$ cat src/gfx_pkg.sv
// ~~~~~~~~~~~~~~~~~~~~
// gfx memory format
// pixel, word, mask and address layout of the frame buffer
// ~~~~~~~~~~~~~~~~~~~~
package gfx_pkg;

   // drawing arguments
   localparam int coord_w = 10;
   localparam int radius_w = 12;
   localparam int color_w = 24;

   // memory word and write mask
   localparam int word_w = 128;
   localparam int mask_w = 16;   // 0 enables the byte
   localparam int pixel_w = 32;  // zero pad, then color
   localparam int pixels_per_word = 4;  // slot 0 in the top 32 bits

   // frame select, taken from the frame base
   localparam int frame_sel_lsb = 22;
   localparam int frame_sel_w = 6;

   // memory address, msb first: 6 zero, frame, y, x[9:3], 2 zero
   localparam int addr_w = 31;
   localparam int x_word_w = coord_w - 3;  // one word group is 8 pixels
   localparam int addr_x_lsb = 2;
   localparam int addr_y_lsb = addr_x_lsb + x_word_w;
   localparam int addr_frame_lsb = addr_y_lsb + coord_w;

endpackage

$ cat src/circle_regs.sv
// ~~~~~~~~~~~~~~~~~~~~
// circle command registers
// holds host color and arguments, issues the start pulse
// ~~~~~~~~~~~~~~~~~~~~
module circle_regs (
   input  logic                              clk,
   input  logic                              rst,
   input  logic [gfx_pkg::color_w-1:0]       color,
   input  logic                              color_valid,
   input  logic [31:0]                       arguments,
   input  logic                              arguments_valid,
   input  logic [31:0]                       frame_base,
   input  logic                              trigger,
   input  logic                              engine_busy,
   output logic                              start,
   output logic                              ready,
   output logic [gfx_pkg::color_w-1:0]       cfg_color,
   output logic [gfx_pkg::coord_w-1:0]       cfg_x0,
   output logic [gfx_pkg::coord_w-1:0]       cfg_y0,
   output logic [gfx_pkg::radius_w-1:0]      cfg_radius,
   output logic [gfx_pkg::frame_sel_w-1:0]   cfg_frame
);

   logic [gfx_pkg::color_w-1:0] color_q;  // host copy, may change mid-circle
   logic                        accept;

   // start is still high in the cycle after trigger, busy follows it
   assign ready = !engine_busy && !start;
   assign accept = trigger && ready;

   always_ff @(posedge clk) begin
      if (rst) begin
         start <= 1'b0;
         color_q <= '0;
         cfg_color <= '0;
         cfg_x0 <= '0;
         cfg_y0 <= '0;
         cfg_radius <= '0;
         cfg_frame <= '0;
      end else begin
         start <= accept;

         if (color_valid) begin
            color_q <= color;
         end

         if (arguments_valid) begin
            cfg_x0 <= arguments[31:22];
            cfg_y0 <= arguments[21:12];
            cfg_radius <= arguments[11:0];
         end

         // color and frame are frozen for the whole circle
         if (accept) begin
            cfg_color <= color_valid ? color : color_q;
            cfg_frame <= frame_base[gfx_pkg::frame_sel_lsb +: gfx_pkg::frame_sel_w];
         end
      end
   end

endmodule

$ cat src/circle_engine.sv
// ~~~~~~~~~~~~~~~~~~~~
// midpoint circle engine
// walks the outline and hands out one pixel at a time
// ~~~~~~~~~~~~~~~~~~~~
module circle_engine (
   input  logic                           clk,
   input  logic                           rst,
   input  logic                           start,
   input  logic [gfx_pkg::coord_w-1:0]    cfg_x0,
   input  logic [gfx_pkg::coord_w-1:0]    cfg_y0,
   input  logic [gfx_pkg::radius_w-1:0]   cfg_radius,
   input  logic                           writer_idle,
   output logic [gfx_pkg::coord_w-1:0]    pixel_x,
   output logic [gfx_pkg::coord_w-1:0]    pixel_y,
   output logic                           pixel_strobe,
   output logic                           engine_busy
);

   localparam int cw = gfx_pkg::coord_w;
   localparam int rw = gfx_pkg::radius_w;
   localparam int acc_w = rw + 3;  // room for f and -2r

   localparam logic signed [acc_w-1:0] acc_one = acc_w'(1);
   localparam logic signed [acc_w-1:0] acc_two = acc_w'(2);

   typedef enum logic [2:0] {
      s_idle,
      s_setup,
      s_emit,
      s_step,
      s_drain
   } state_t;

   state_t state;

   logic [cw-1:0]              x0;
   logic [cw-1:0]              y0;
   logic [rw-1:0]              radius;
   logic signed [acc_w-1:0]    radius_s;
   logic [rw-1:0]              x;
   logic [rw-1:0]              y;
   logic [rw-1:0]              y_next;
   logic signed [acc_w-1:0]    f;
   logic signed [acc_w-1:0]    f_mid;
   logic signed [acc_w-1:0]    ddf_x;
   logic signed [acc_w-1:0]    ddf_y;
   logic signed [acc_w-1:0]    ddf_y_next;
   logic [2:0]                 idx;       // point within the current group
   logic                       cardinal;  // first group of four
   logic                       last;
   logic                       more;
   logic [2:0]                 sel;
   logic [cw-1:0]              dx;
   logic [cw-1:0]              dy;

   assign radius_s = {{(acc_w - rw){1'b0}}, radius};
   assign more = x < y;

   // y half of a midpoint step
   always_comb begin
      y_next = y;
      ddf_y_next = ddf_y;
      f_mid = f;
      if (f >= 0) begin
         y_next = y - 1'b1;
         ddf_y_next = ddf_y + acc_two;
         f_mid = f + ddf_y_next;
      end
   end

   always_ff @(posedge clk) begin
      if (rst) begin
         state <= s_idle;
         idx <= '0;
         cardinal <= 1'b0;
      end else begin
         case (state)
            s_idle: begin
               if (start) begin
                  state <= s_setup;
               end
            end
            s_setup: begin
               state <= s_emit;
               idx <= '0;
               cardinal <= 1'b1;
            end
            s_emit: begin
               if (writer_idle) begin
                  idx <= idx + 1'b1;
                  if (last) begin
                     state <= s_step;
                  end
               end
            end
            s_step: begin
               if (more) begin
                  state <= s_emit;
                  idx <= '0;
                  cardinal <= 1'b0;
               end else begin
                  state <= s_drain;
               end
            end
            s_drain: begin
               if (writer_idle) begin
                  state <= s_idle;
               end
            end
            default: state <= s_idle;
         endcase
      end
   end

   always_ff @(posedge clk) begin
      if (state == s_idle && start) begin  // inputs frozen for this circle
         x0 <= cfg_x0;
         y0 <= cfg_y0;
         radius <= cfg_radius;
      end
      if (state == s_setup) begin
         f <= acc_one - radius_s;
         ddf_x <= acc_one;
         ddf_y <= -(radius_s + radius_s);
         x <= '0;
         y <= radius;
      end
      if (state == s_step && more) begin
         y <= y_next;
         ddf_y <= ddf_y_next;
         x <= x + 1'b1;
         ddf_x <= ddf_x + acc_two;
         f <= f_mid + ddf_x + acc_two;
      end
   end

   assign last = cardinal ? (idx == 3'd3) : (idx == 3'd7);

   // with x = 0 and y = r the cardinals are octant points 0, 2, 4, 5
   assign sel = cardinal ? {idx[1], ~idx[1] & idx[0], idx[1] & idx[0]} : idx;

   assign dx = sel[2] ? y[cw-1:0] : x[cw-1:0];  // swap for the second octant pair
   assign dy = sel[2] ? x[cw-1:0] : y[cw-1:0];
   assign pixel_x = sel[0] ? x0 - dx : x0 + dx;  // wraps mod 1024
   assign pixel_y = sel[1] ? y0 - dy : y0 + dy;

   assign pixel_strobe = (state == s_emit) && writer_idle;
   assign engine_busy = (state != s_idle) && !(state == s_drain && writer_idle);

endmodule

$ cat src/pixel_writer.sv
// ~~~~~~~~~~~~~~~~~~~~
// pixel writer
// one pixel becomes an address and two masked write beats
// ~~~~~~~~~~~~~~~~~~~~
module pixel_writer (
   input  logic                              clk,
   input  logic                              rst,
   input  logic [gfx_pkg::coord_w-1:0]       pixel_x,
   input  logic [gfx_pkg::coord_w-1:0]       pixel_y,
   input  logic                              pixel_strobe,
   input  logic [gfx_pkg::color_w-1:0]       cfg_color,
   input  logic [gfx_pkg::frame_sel_w-1:0]   cfg_frame,
   input  logic                              af_full,
   input  logic                              wdf_full,
   output logic [gfx_pkg::addr_w-1:0]        af_addr_din,
   output logic                              af_wr_en,
   output logic [gfx_pkg::word_w-1:0]        wdf_din,
   output logic [gfx_pkg::mask_w-1:0]        wdf_mask_din,
   output logic                              wdf_wr_en,
   output logic                              writer_idle
);

   localparam int cw = gfx_pkg::coord_w;
   localparam int slot_w = $clog2(gfx_pkg::pixels_per_word);
   localparam int slot_bytes = gfx_pkg::mask_w / gfx_pkg::pixels_per_word;

   typedef enum logic [1:0] {
      w_idle,
      w_beat1,
      w_beat2
   } wstate_t;

   wstate_t state;

   logic [cw-1:0]                      px;
   logic [cw-1:0]                      py;
   logic [gfx_pkg::color_w-1:0]        color_q;
   logic [gfx_pkg::frame_sel_w-1:0]    frame_q;
   logic [gfx_pkg::pixel_w-1:0]        pad_color;
   logic [slot_w-1:0]                  slot;
   logic                               group_hi;  // pixel lives in beat two
   logic                               beat_hi;
   logic                               beat1_go;
   logic                               beat2_go;

   always_ff @(posedge clk) begin
      if (rst) begin
         state <= w_idle;
      end else begin
         case (state)
            w_idle: begin
               if (pixel_strobe) begin
                  state <= w_beat1;
               end
            end
            w_beat1: begin
               if (beat1_go) begin
                  state <= w_beat2;
               end
            end
            w_beat2: begin
               if (beat2_go) begin
                  state <= w_idle;
               end
            end
            default: state <= w_idle;
         endcase
      end
   end

   always_ff @(posedge clk) begin
      if (state == w_idle && pixel_strobe) begin
         px <= pixel_x;
         py <= pixel_y;
         color_q <= cfg_color;
         frame_q <= cfg_frame;
      end
   end

   // both fifos must have room for the first beat
   assign beat1_go = (state == w_beat1) && !af_full && !wdf_full;
   assign beat2_go = (state == w_beat2) && !wdf_full;

   assign af_wr_en = beat1_go;
   assign wdf_wr_en = beat1_go || beat2_go;
   assign writer_idle = (state == w_idle);

   always_comb begin
      af_addr_din = '0;
      af_addr_din[gfx_pkg::addr_x_lsb +: gfx_pkg::x_word_w] = px[cw-1 -: gfx_pkg::x_word_w];
      af_addr_din[gfx_pkg::addr_y_lsb +: cw] = py;
      af_addr_din[gfx_pkg::addr_frame_lsb +: gfx_pkg::frame_sel_w] = frame_q;
   end

   assign pad_color = {{(gfx_pkg::pixel_w - gfx_pkg::color_w){1'b0}}, color_q};
   assign wdf_din = {gfx_pkg::pixels_per_word{pad_color}};

   assign slot = px[slot_w-1:0];
   assign group_hi = px[slot_w];
   assign beat_hi = (state == w_beat2);

   // slot 0 owns the top mask nibble, other beat stays fully masked
   always_comb begin
      wdf_mask_din = '1;
      if (group_hi == beat_hi) begin
         wdf_mask_din[(gfx_pkg::pixels_per_word - 1 - slot) * slot_bytes +: slot_bytes] = '0;
      end
   end

endmodule

$ cat src/circle_top.sv
// ~~~~~~~~~~~~~~~~~~~~
// circle drawing top
// registers, midpoint engine and memory writer
// ~~~~~~~~~~~~~~~~~~~~
module circle_top (
   input  logic                           clk,
   input  logic                           rst,
   input  logic [gfx_pkg::color_w-1:0]    color,
   input  logic                           color_valid,
   input  logic [31:0]                    arguments,
   input  logic                           arguments_valid,
   input  logic [31:0]                    frame_base,
   input  logic                           trigger,
   input  logic                           af_full,
   input  logic                           wdf_full,
   output logic                           ready,
   output logic [gfx_pkg::addr_w-1:0]     af_addr_din,
   output logic                           af_wr_en,
   output logic [gfx_pkg::word_w-1:0]     wdf_din,
   output logic [gfx_pkg::mask_w-1:0]     wdf_mask_din,
   output logic                           wdf_wr_en
);

   logic                              start;
   logic                              engine_busy;
   logic                              writer_idle;
   logic [gfx_pkg::color_w-1:0]       cfg_color;
   logic [gfx_pkg::coord_w-1:0]       cfg_x0;
   logic [gfx_pkg::coord_w-1:0]       cfg_y0;
   logic [gfx_pkg::radius_w-1:0]      cfg_radius;
   logic [gfx_pkg::frame_sel_w-1:0]   cfg_frame;
   logic [gfx_pkg::coord_w-1:0]       pixel_x;
   logic [gfx_pkg::coord_w-1:0]       pixel_y;
   logic                              pixel_strobe;

   circle_regs u_regs (
      .clk             (clk),
      .rst             (rst),
      .color           (color),
      .color_valid     (color_valid),
      .arguments       (arguments),
      .arguments_valid (arguments_valid),
      .frame_base      (frame_base),
      .trigger         (trigger),
      .engine_busy     (engine_busy),
      .start           (start),
      .ready           (ready),
      .cfg_color       (cfg_color),
      .cfg_x0          (cfg_x0),
      .cfg_y0          (cfg_y0),
      .cfg_radius      (cfg_radius),
      .cfg_frame       (cfg_frame)
   );

   circle_engine u_engine (
      .clk          (clk),
      .rst          (rst),
      .start        (start),
      .cfg_x0       (cfg_x0),
      .cfg_y0       (cfg_y0),
      .cfg_radius   (cfg_radius),
      .writer_idle  (writer_idle),
      .pixel_x      (pixel_x),
      .pixel_y      (pixel_y),
      .pixel_strobe (pixel_strobe),
      .engine_busy  (engine_busy)
   );

   pixel_writer u_writer (
      .clk          (clk),
      .rst          (rst),
      .pixel_x      (pixel_x),
      .pixel_y      (pixel_y),
      .pixel_strobe (pixel_strobe),
      .cfg_color    (cfg_color),
      .cfg_frame    (cfg_frame),
      .af_full      (af_full),
      .wdf_full     (wdf_full),
      .af_addr_din  (af_addr_din),
      .af_wr_en     (af_wr_en),
      .wdf_din      (wdf_din),
      .wdf_mask_din (wdf_mask_din),
      .wdf_wr_en    (wdf_wr_en),
      .writer_idle  (writer_idle)
   );

endmodule

$ cat config.mk
export PLATFORM = sky130hd
export DESIGN_NAME = circle_top
export DESIGN_NICKNAME = d
export VERILOG_FILES = /design/src/gfx_pkg.sv /design/src/circle_regs.sv /design/src/circle_engine.sv /design/src/pixel_writer.sv /design/src/circle_top.sv
export SDC_FILE = /design/constraint.sdc
export NUM_CORES = 1
export LEC_CHECK = 0
export BUFFER_PORTS_ARGS = -buffer_cell sky130_fd_sc_hd__buf_2
export CAP_MARGIN = 20
export CORE_UTILIZATION = 27
export CTS_CLUSTER_DIAMETER = 100
export DETAILED_ROUTE_END_ITERATION = 8
export GPL_ROUTABILITY_DRIVEN = 1
export GPL_TIMING_DRIVEN = 0
export PLACE_DENSITY_LB_ADDON = 0.2
export RECOVER_POWER = 100
export SETUP_SLACK_MARGIN = 0.3
export SLEW_MARGIN = 10
export SYNTH_ARGS = -nofsm -noshare
export SYNTH_HDL_FRONTEND = slang
export SYNTH_HIERARCHICAL = 1
export SYNTH_SLANG_ARGS = --single-unit
$ cat constraint.sdc
create_clock -name clk -period 5 [get_ports clk]
set_input_delay 0.5 -clock clk [delete_from_list [all_inputs] [get_ports clk]]
set_output_delay 0.5 -clock clk [all_outputs]
set_load 0.01 [all_outputs]
Yosys cells after proc, flatten, opt, wreduce, memory -nomap -nowiden

Index checks and enable logic that the tools add are counted.

$add $sub $neg: 17
Order comparisons: 2
Equal/unequal tests: 18
Shifts and indexed selects: 2
Muxes and demuxes: 36
Bitwise gates (word level): 5
Reductions and logical operators: 28

Operators with widths:

| cell                       | count |
|---|---|
| $mux W15                   | 8 |
| $mux W12                   | 5 |
| $add A15 B3 Y15 const B    | 3 |
| $mux W10                   | 4 |
| $neg A32 Y34               | 1 |
| $shift A4 B34 Y16 const A  | 1 |
| $shiftx A4 B34 Y16 const A | 1 |
| $add A15 B15 Y15           | 2 |
| $mux W24                   | 1 |
| $mux W3                    | 8 |
| $add A10 B10 Y10           | 2 |
| $sub A10 B10 Y10           | 2 |
| $mux W16                   | 1 |
| $not A16 Y16               | 1 |
| $or A16 B16 Y16            | 1 |
| $ge A15 B1 Y1 const B      | 1 |
| $neg A15 Y15               | 1 |
| $pmux W3 S5                | 1 |
| $ne A2 B1 Y1 const B       | 7 |
| $add A12 B12 Y13           | 1 |
| $sub A1 B12 Y13 const A    | 1 |
| $add A12 B1 Y12 const B    | 1 |
| $lt A12 B12 Y1             | 1 |
| $sub A12 B1 Y12 const B    | 1 |
| 26 further kinds           | 52 |

Register bits: 247
Input port bits: 95
Output and inout bits: 178
Logic and storage cells: 131

Logic depth before layout (Yosys ltp)

Depth after elaboration: 7
Depth in mapped cells: 20
Depth with buffers taken out: 20

Hierarchy

The synthesis kept the hierarchy.

By module, submodules not included:

| module        | times used | cells each | area each (um^2) | sequential area each (um^2) |
|---|---|---|---|---|
| circle_engine | 1          | 848        | 8112.8           | 3113.0 |
| circle_regs   | 1          | 260        | 3129.3           | 1741.7 |
| pixel_writer  | 1          | 201        | 2650.0           | 1541.5 |

Worst setup path after synthesis

OpenSTA, ideal clock, no wires.

Path kind: register to register
From: reg u_engine.ddf_y[1]
To: reg u_engine.f[14], data pin
Library setup time: 0.261 ns
Arrival time: 3.982 ns
Required time: 4.739 ns
Setup slack: 0.758 ns
Cell stages (with the launch flop): 21
Path buffers: 0
Clock period less this slack: 4.242 ns
Cell sequence: edfxtp_1 > ha_1 > xor2_1 > ha_1 > nand2_1 > o21ai_1 > a21o_1 > a21o_1 > a21o_1 > a21o_1 > a31oi_1 > xor2_1 > o21ai_0 > ha_1 > ha_1 > nand2_1 > o41ai_1 > a21o_1 > a21oi_1 > xnor2_1 > mux2i_1

Word-level cells in the longest chain between the ends: 6

RTL lines:

| item                   | line                 | text |
|---|---|---|
| start, declared        | circle_engine.sv:46  | `logic signed [acc_w-1:0] ddf_y;` |
| start signal, assigned | circle_engine.sv:124 | `ddf_y <= -(radius_s + radius_s);` |
| start signal, assigned | circle_engine.sv:130 | `ddf_y <= ddf_y_next;` |
| $add A15 B3 Y15        | circle_engine.sv:66  | `ddf_y_next = ddf_y + acc_two;` |
| $add A15 B15 Y15       | circle_engine.sv:67  | `f_mid = f + ddf_y_next;` |
| $mux W15               | circle_engine.sv:64  | `if (f >= 0) begin` |
| $add A15 B15 Y15       | circle_engine.sv:133 | `f <= f_mid + ddf_x + acc_two;` |
| $add A15 B3 Y15        | circle_engine.sv:133 |  |
| $mux W15               | circle_engine.sv:128 | `if (state == s_step && more) begin` |
| end signal, assigned   | circle_engine.sv:122 | `f <= acc_one - radius_s;` |
| end signal, assigned   | circle_engine.sv:133 |  |
| end, declared          | circle_engine.sv:43  | `logic signed [acc_w-1:0] f;` |

No other way between the ends.
A chain may end at the register's enable or synchronous reset.

Final worst setup path

Ends and elaborated chain as after synthesis.

==> results by group <==
Run status
  • Outcome: complete, but fails checks
  • Failing checks: capacitance limit, slew limit

Routing
  • Initial DRC count: about 320
  • Via count: around 9.8k
  • Via density: ~4.3
  • 1st-pass router iterations: 5
  • Final ANT Viol Nets: 0
  • Wire length per cell: around 15 um
  • Drt total wl: between 30000 and 40000 um
  • Residual DRC count: 0

Timing
  • Setup_tns: 0 ps
  • Final period utilization: 93.4%
  • Layout Skew: roughly 14 ps
  • Clock period minus worst slack: ~4700 ps
  • Max transition margin: -75.6%
  • Final Hold Fails: 0
  • Hold slack: between 150 and 200 ps
  • Final Max Tran Viols: 100
  • Worst slew pin tran: roughly 2600 ps
  • RSZ-0062 raised after global routing: no
  • Fmax: between 0.2 and 0.25 GHz
  • Endpoints failing setup: 0

Layout
  • Most frequent cells in the layout: nor2_1, buf_2, edfxtp_1, clkbuf_1, dfxtp_1
  • Share of cells above drive strength 1: about 24%
  • Commonest non-fill, non-tap cell in the layout: nor2_1
  • N_diodes: 0
  • NumNets Final: 1772
  • FILL cells: approximately 5.2k
  • Syn-to-layout area delta: 20.9%

Worst setup path
  • Maximum net fanout on the critical path: 4
  • CP max stage delay: roughly 430 ps
  • R2r endpoint: u_engine/f[14]
  • Flop-to-flop setup slack: between 300 and 400 ps
  • Reg2reg path depth: 19
  • Req. time, crit path: between 5000 and 6000 ps
  • Slowest-stage cell, CP: edfxtp_1
  • FF-to-FF Start: u_engine/ddf_y[1]
  • Nature of the critical path startpoint: register
  • CP endpoint kind: register
  • CP Class: register to register
  • Critical Path Most Common Cell: a21o_1
  • Worst Path Buf+Inv: 0
  • Critical Path AT: slightly below 5000 ps
  • Worst path cell trace: ha_1 > xor2_2 > ha_1 > nand2_1 > o21ai_0 > a21o_1 > a21o_1 > a21o_1 > a21o_1 > xnor2_1 > o21ai_0 > ha_1 > ha_1 > nor4_2 > o41ai_4 > a21o_1 > a21oi_1 > xnor2_1 > mux2i_1
  • Cell family with most CP delay: compound AO/OA/AOI/OAI gates

Synth
  • Synthesized flop and latch total: roughly 250
  • Seq/Total Area, Yosys: a little under half
  • Cells after Synth: around 1.3k
  • Async set or reset register ratio after synthesis: 0%
  • Mapped Area: between 0.01 and 0.015 mm^2
  • Post-synth EDFFs: about 150
  • Syn_area_per_cell: about 11 um^2
  • Ys flop type: edfxtp_1
  • Netlist cell types: between 70 and 80
  • Synth warnings: 6

Job
  • Max-Cap Viols: 3

Floorplan
  • Die Area: 0.0524 mm^2
  • FP Rows: 82
  • Initial Utilization: between 20% and 30%
  • # IOs: around 270
  • Die W: around 230 um
  • Floorplan core area: approximately 0.050 mm^2
  • Die height: around 230 um

Global route
  • Largest net degree at the start of global routing: 51
  • Grt ovf: 0
  • First-pass GRT wire length: approximately 53000 um
  • Vias in the first global route: about 9.7k
  • Initial antenna violation count: 5
  • Overall routing resource usage: ~13%

Clock tree
  • CTS Buf Count: 29
  • Clock transition at path regs: ~60 ps
  • CTS Sinks: 245
  • # H-tree levels: 1
  • Max Buffers Root-to-Sink: 3
  • CTS tree: done
  • Clock latency on the worst-skew pair: about 560 ps
  • CTS root buf: clkbuf_16

Pwr
  • Max IR drop VDD: around 0.3 mV
  • PwrDens: between 300 and 400 mW/mm^2
  • Leak: roughly 7.1 nW

Placement
  • PortBufs: 204
  • GP Congestion: 0.793
  • Final HPWL DP: 25400 um

Hold path
  • WHS Path Cells: 3
  • Hold Crit Class: input pin to register
  • Hold EP: u_regs/cfg_frame[4]
  • HP Start: frame_base[26]
## kinds of logic after synthesis
family	Yosys count	synth area share (%)
AOI/OAI and AO/OA	196	10.1
xor gates and xnor gates	122	7.75
adders and majority gates	86	7.96
buffers and inverters	226	10.4
DFF	245	46.0
muxes	78	5.73
other	1	0.0270
and+or+nand+nor	355	12.1
## worst min-delay path, delay by kind of cell
kind	cells	cell delay, ps
mux	1	50
buf+inv	1	70
simple gates	1	80
## synth_stat cells (6+ instances only)
master	number	share of area (%)
a21o_1	19	1.0
a21oi_1	64	2.3
a31oi_1	10	0.45
and3_1	11	0.50
buf_2	11	0.40
buf_4	136	7.3
buf_6	6	0.49
clkbuf_1	24	0.65
dfxtp_1	96	14
edfxtp_1	149	32
ha_1	82	7.4
inv_1	45	1.2
mux2i_1	75	5.4
nand2_1	67	1.8
nand2b_1	7	0.32
nand3_1	24	0.86
nand4_1	7	0.32
nor2_1	173	4.7
nor2b_1	8	0.36
nor3_1	24	0.86
o21ai_0	36	1.3
o21ai_1	7	0.25
o2bb2ai_2	17	1.8
xnor2_1	64	4.0
xor2_1	57	3.6
## where the power goes
group | switching [mW] | internal, mW
combinational | 0.599 | 0.465
sequential | 0.0928 | 2.32
clock | 0.871 | 1.29
## how the worst max path moves through the flow
stage,startpoint,to,cells past startpoint
2_1_floorplan,u_engine/ddf_y[1],u_engine/f[14],20
3_3_place_gp,u_engine/y[9],u_engine/ddf_x[13],8
3_5_place_dp,u_engine/ddf_y[1],u_engine/f[14],20
4_1_cts,u_engine/ddf_y[2],u_engine/f[14],20
5_1_grt,u_engine/ddf_y[1],u_engine/f[14],19
6_report,u_engine/ddf_y[1],u_engine/f[14],19
## flip-flops by register name (all words and copies together) (netlist names)
register	flops
u_engine/y	12
u_engine/x	12
u_regs/start	1
u_engine/ddf_y	14
u_writer/color_q	24
u_regs/cfg_radius	12
u_engine/state	3
u_writer/px	10
u_engine/idx	3
u_engine/y0	10
u_writer/frame_q	6
u_regs/cfg_y0	10
u_engine/ddf_x	14
u_writer/py	10
u_regs/cfg_color	24
u_engine/f	15
u_engine/x0	10
u_engine/radius	12
u_regs/cfg_frame	6
u_regs/color_q	24
u_regs/cfg_x0	10
u_writer/state	2
u_engine/cardinal	1
## cell type report
cell class	count	area (um^2)	share of cell area, %
Sequential cell	245	6400	38.1
Multi-Input combinational cell	877	6160	36.7
Buffer	181	1220	7.27
Timing Repair Buffer	212	1020	6.08
Tap cell	672	841	5.01
Clock buffer	37	797	4.75
Clock inverter	17	183	1.09
Inverter	45	169	1.01
## stage by stage
stage	area [um^2]	power, mW	util, %	setup slack [ps]	std cells
2_1_floorplan	14000	3.23	-	758	1348
3_3_place_gp	15900	3.55	31.5	-617	2224
3_5_place_dp	16000	3.56	31.7	120	2228
4_1_cts	17000	5.76	33.7	336	2284
5_1_grt	16800	5.95	33.3	124	2286
6_report	16800	5.64	33.3	332	2286
## per-layer routing
layer	vias up	wire length [um]	part of all wire (%)	track usage, %
li1	4957	-	-	-
met1	4533	14600	44	15.8
met2	206	15800	48	21.2
met3	48	2200	6.6	3.42
met4	10	486	1.5	2.50
met5	-	68	0.20	0
## what timing repair did
action | CTS | global route
hold buffers | 0 | 0
resized for setup | 1 | 6
setup endpoints to repair | 2 | 4
setup buffers | 2 | 2
pin swaps | 0 | 1
(Power assumes the default switching activity.)
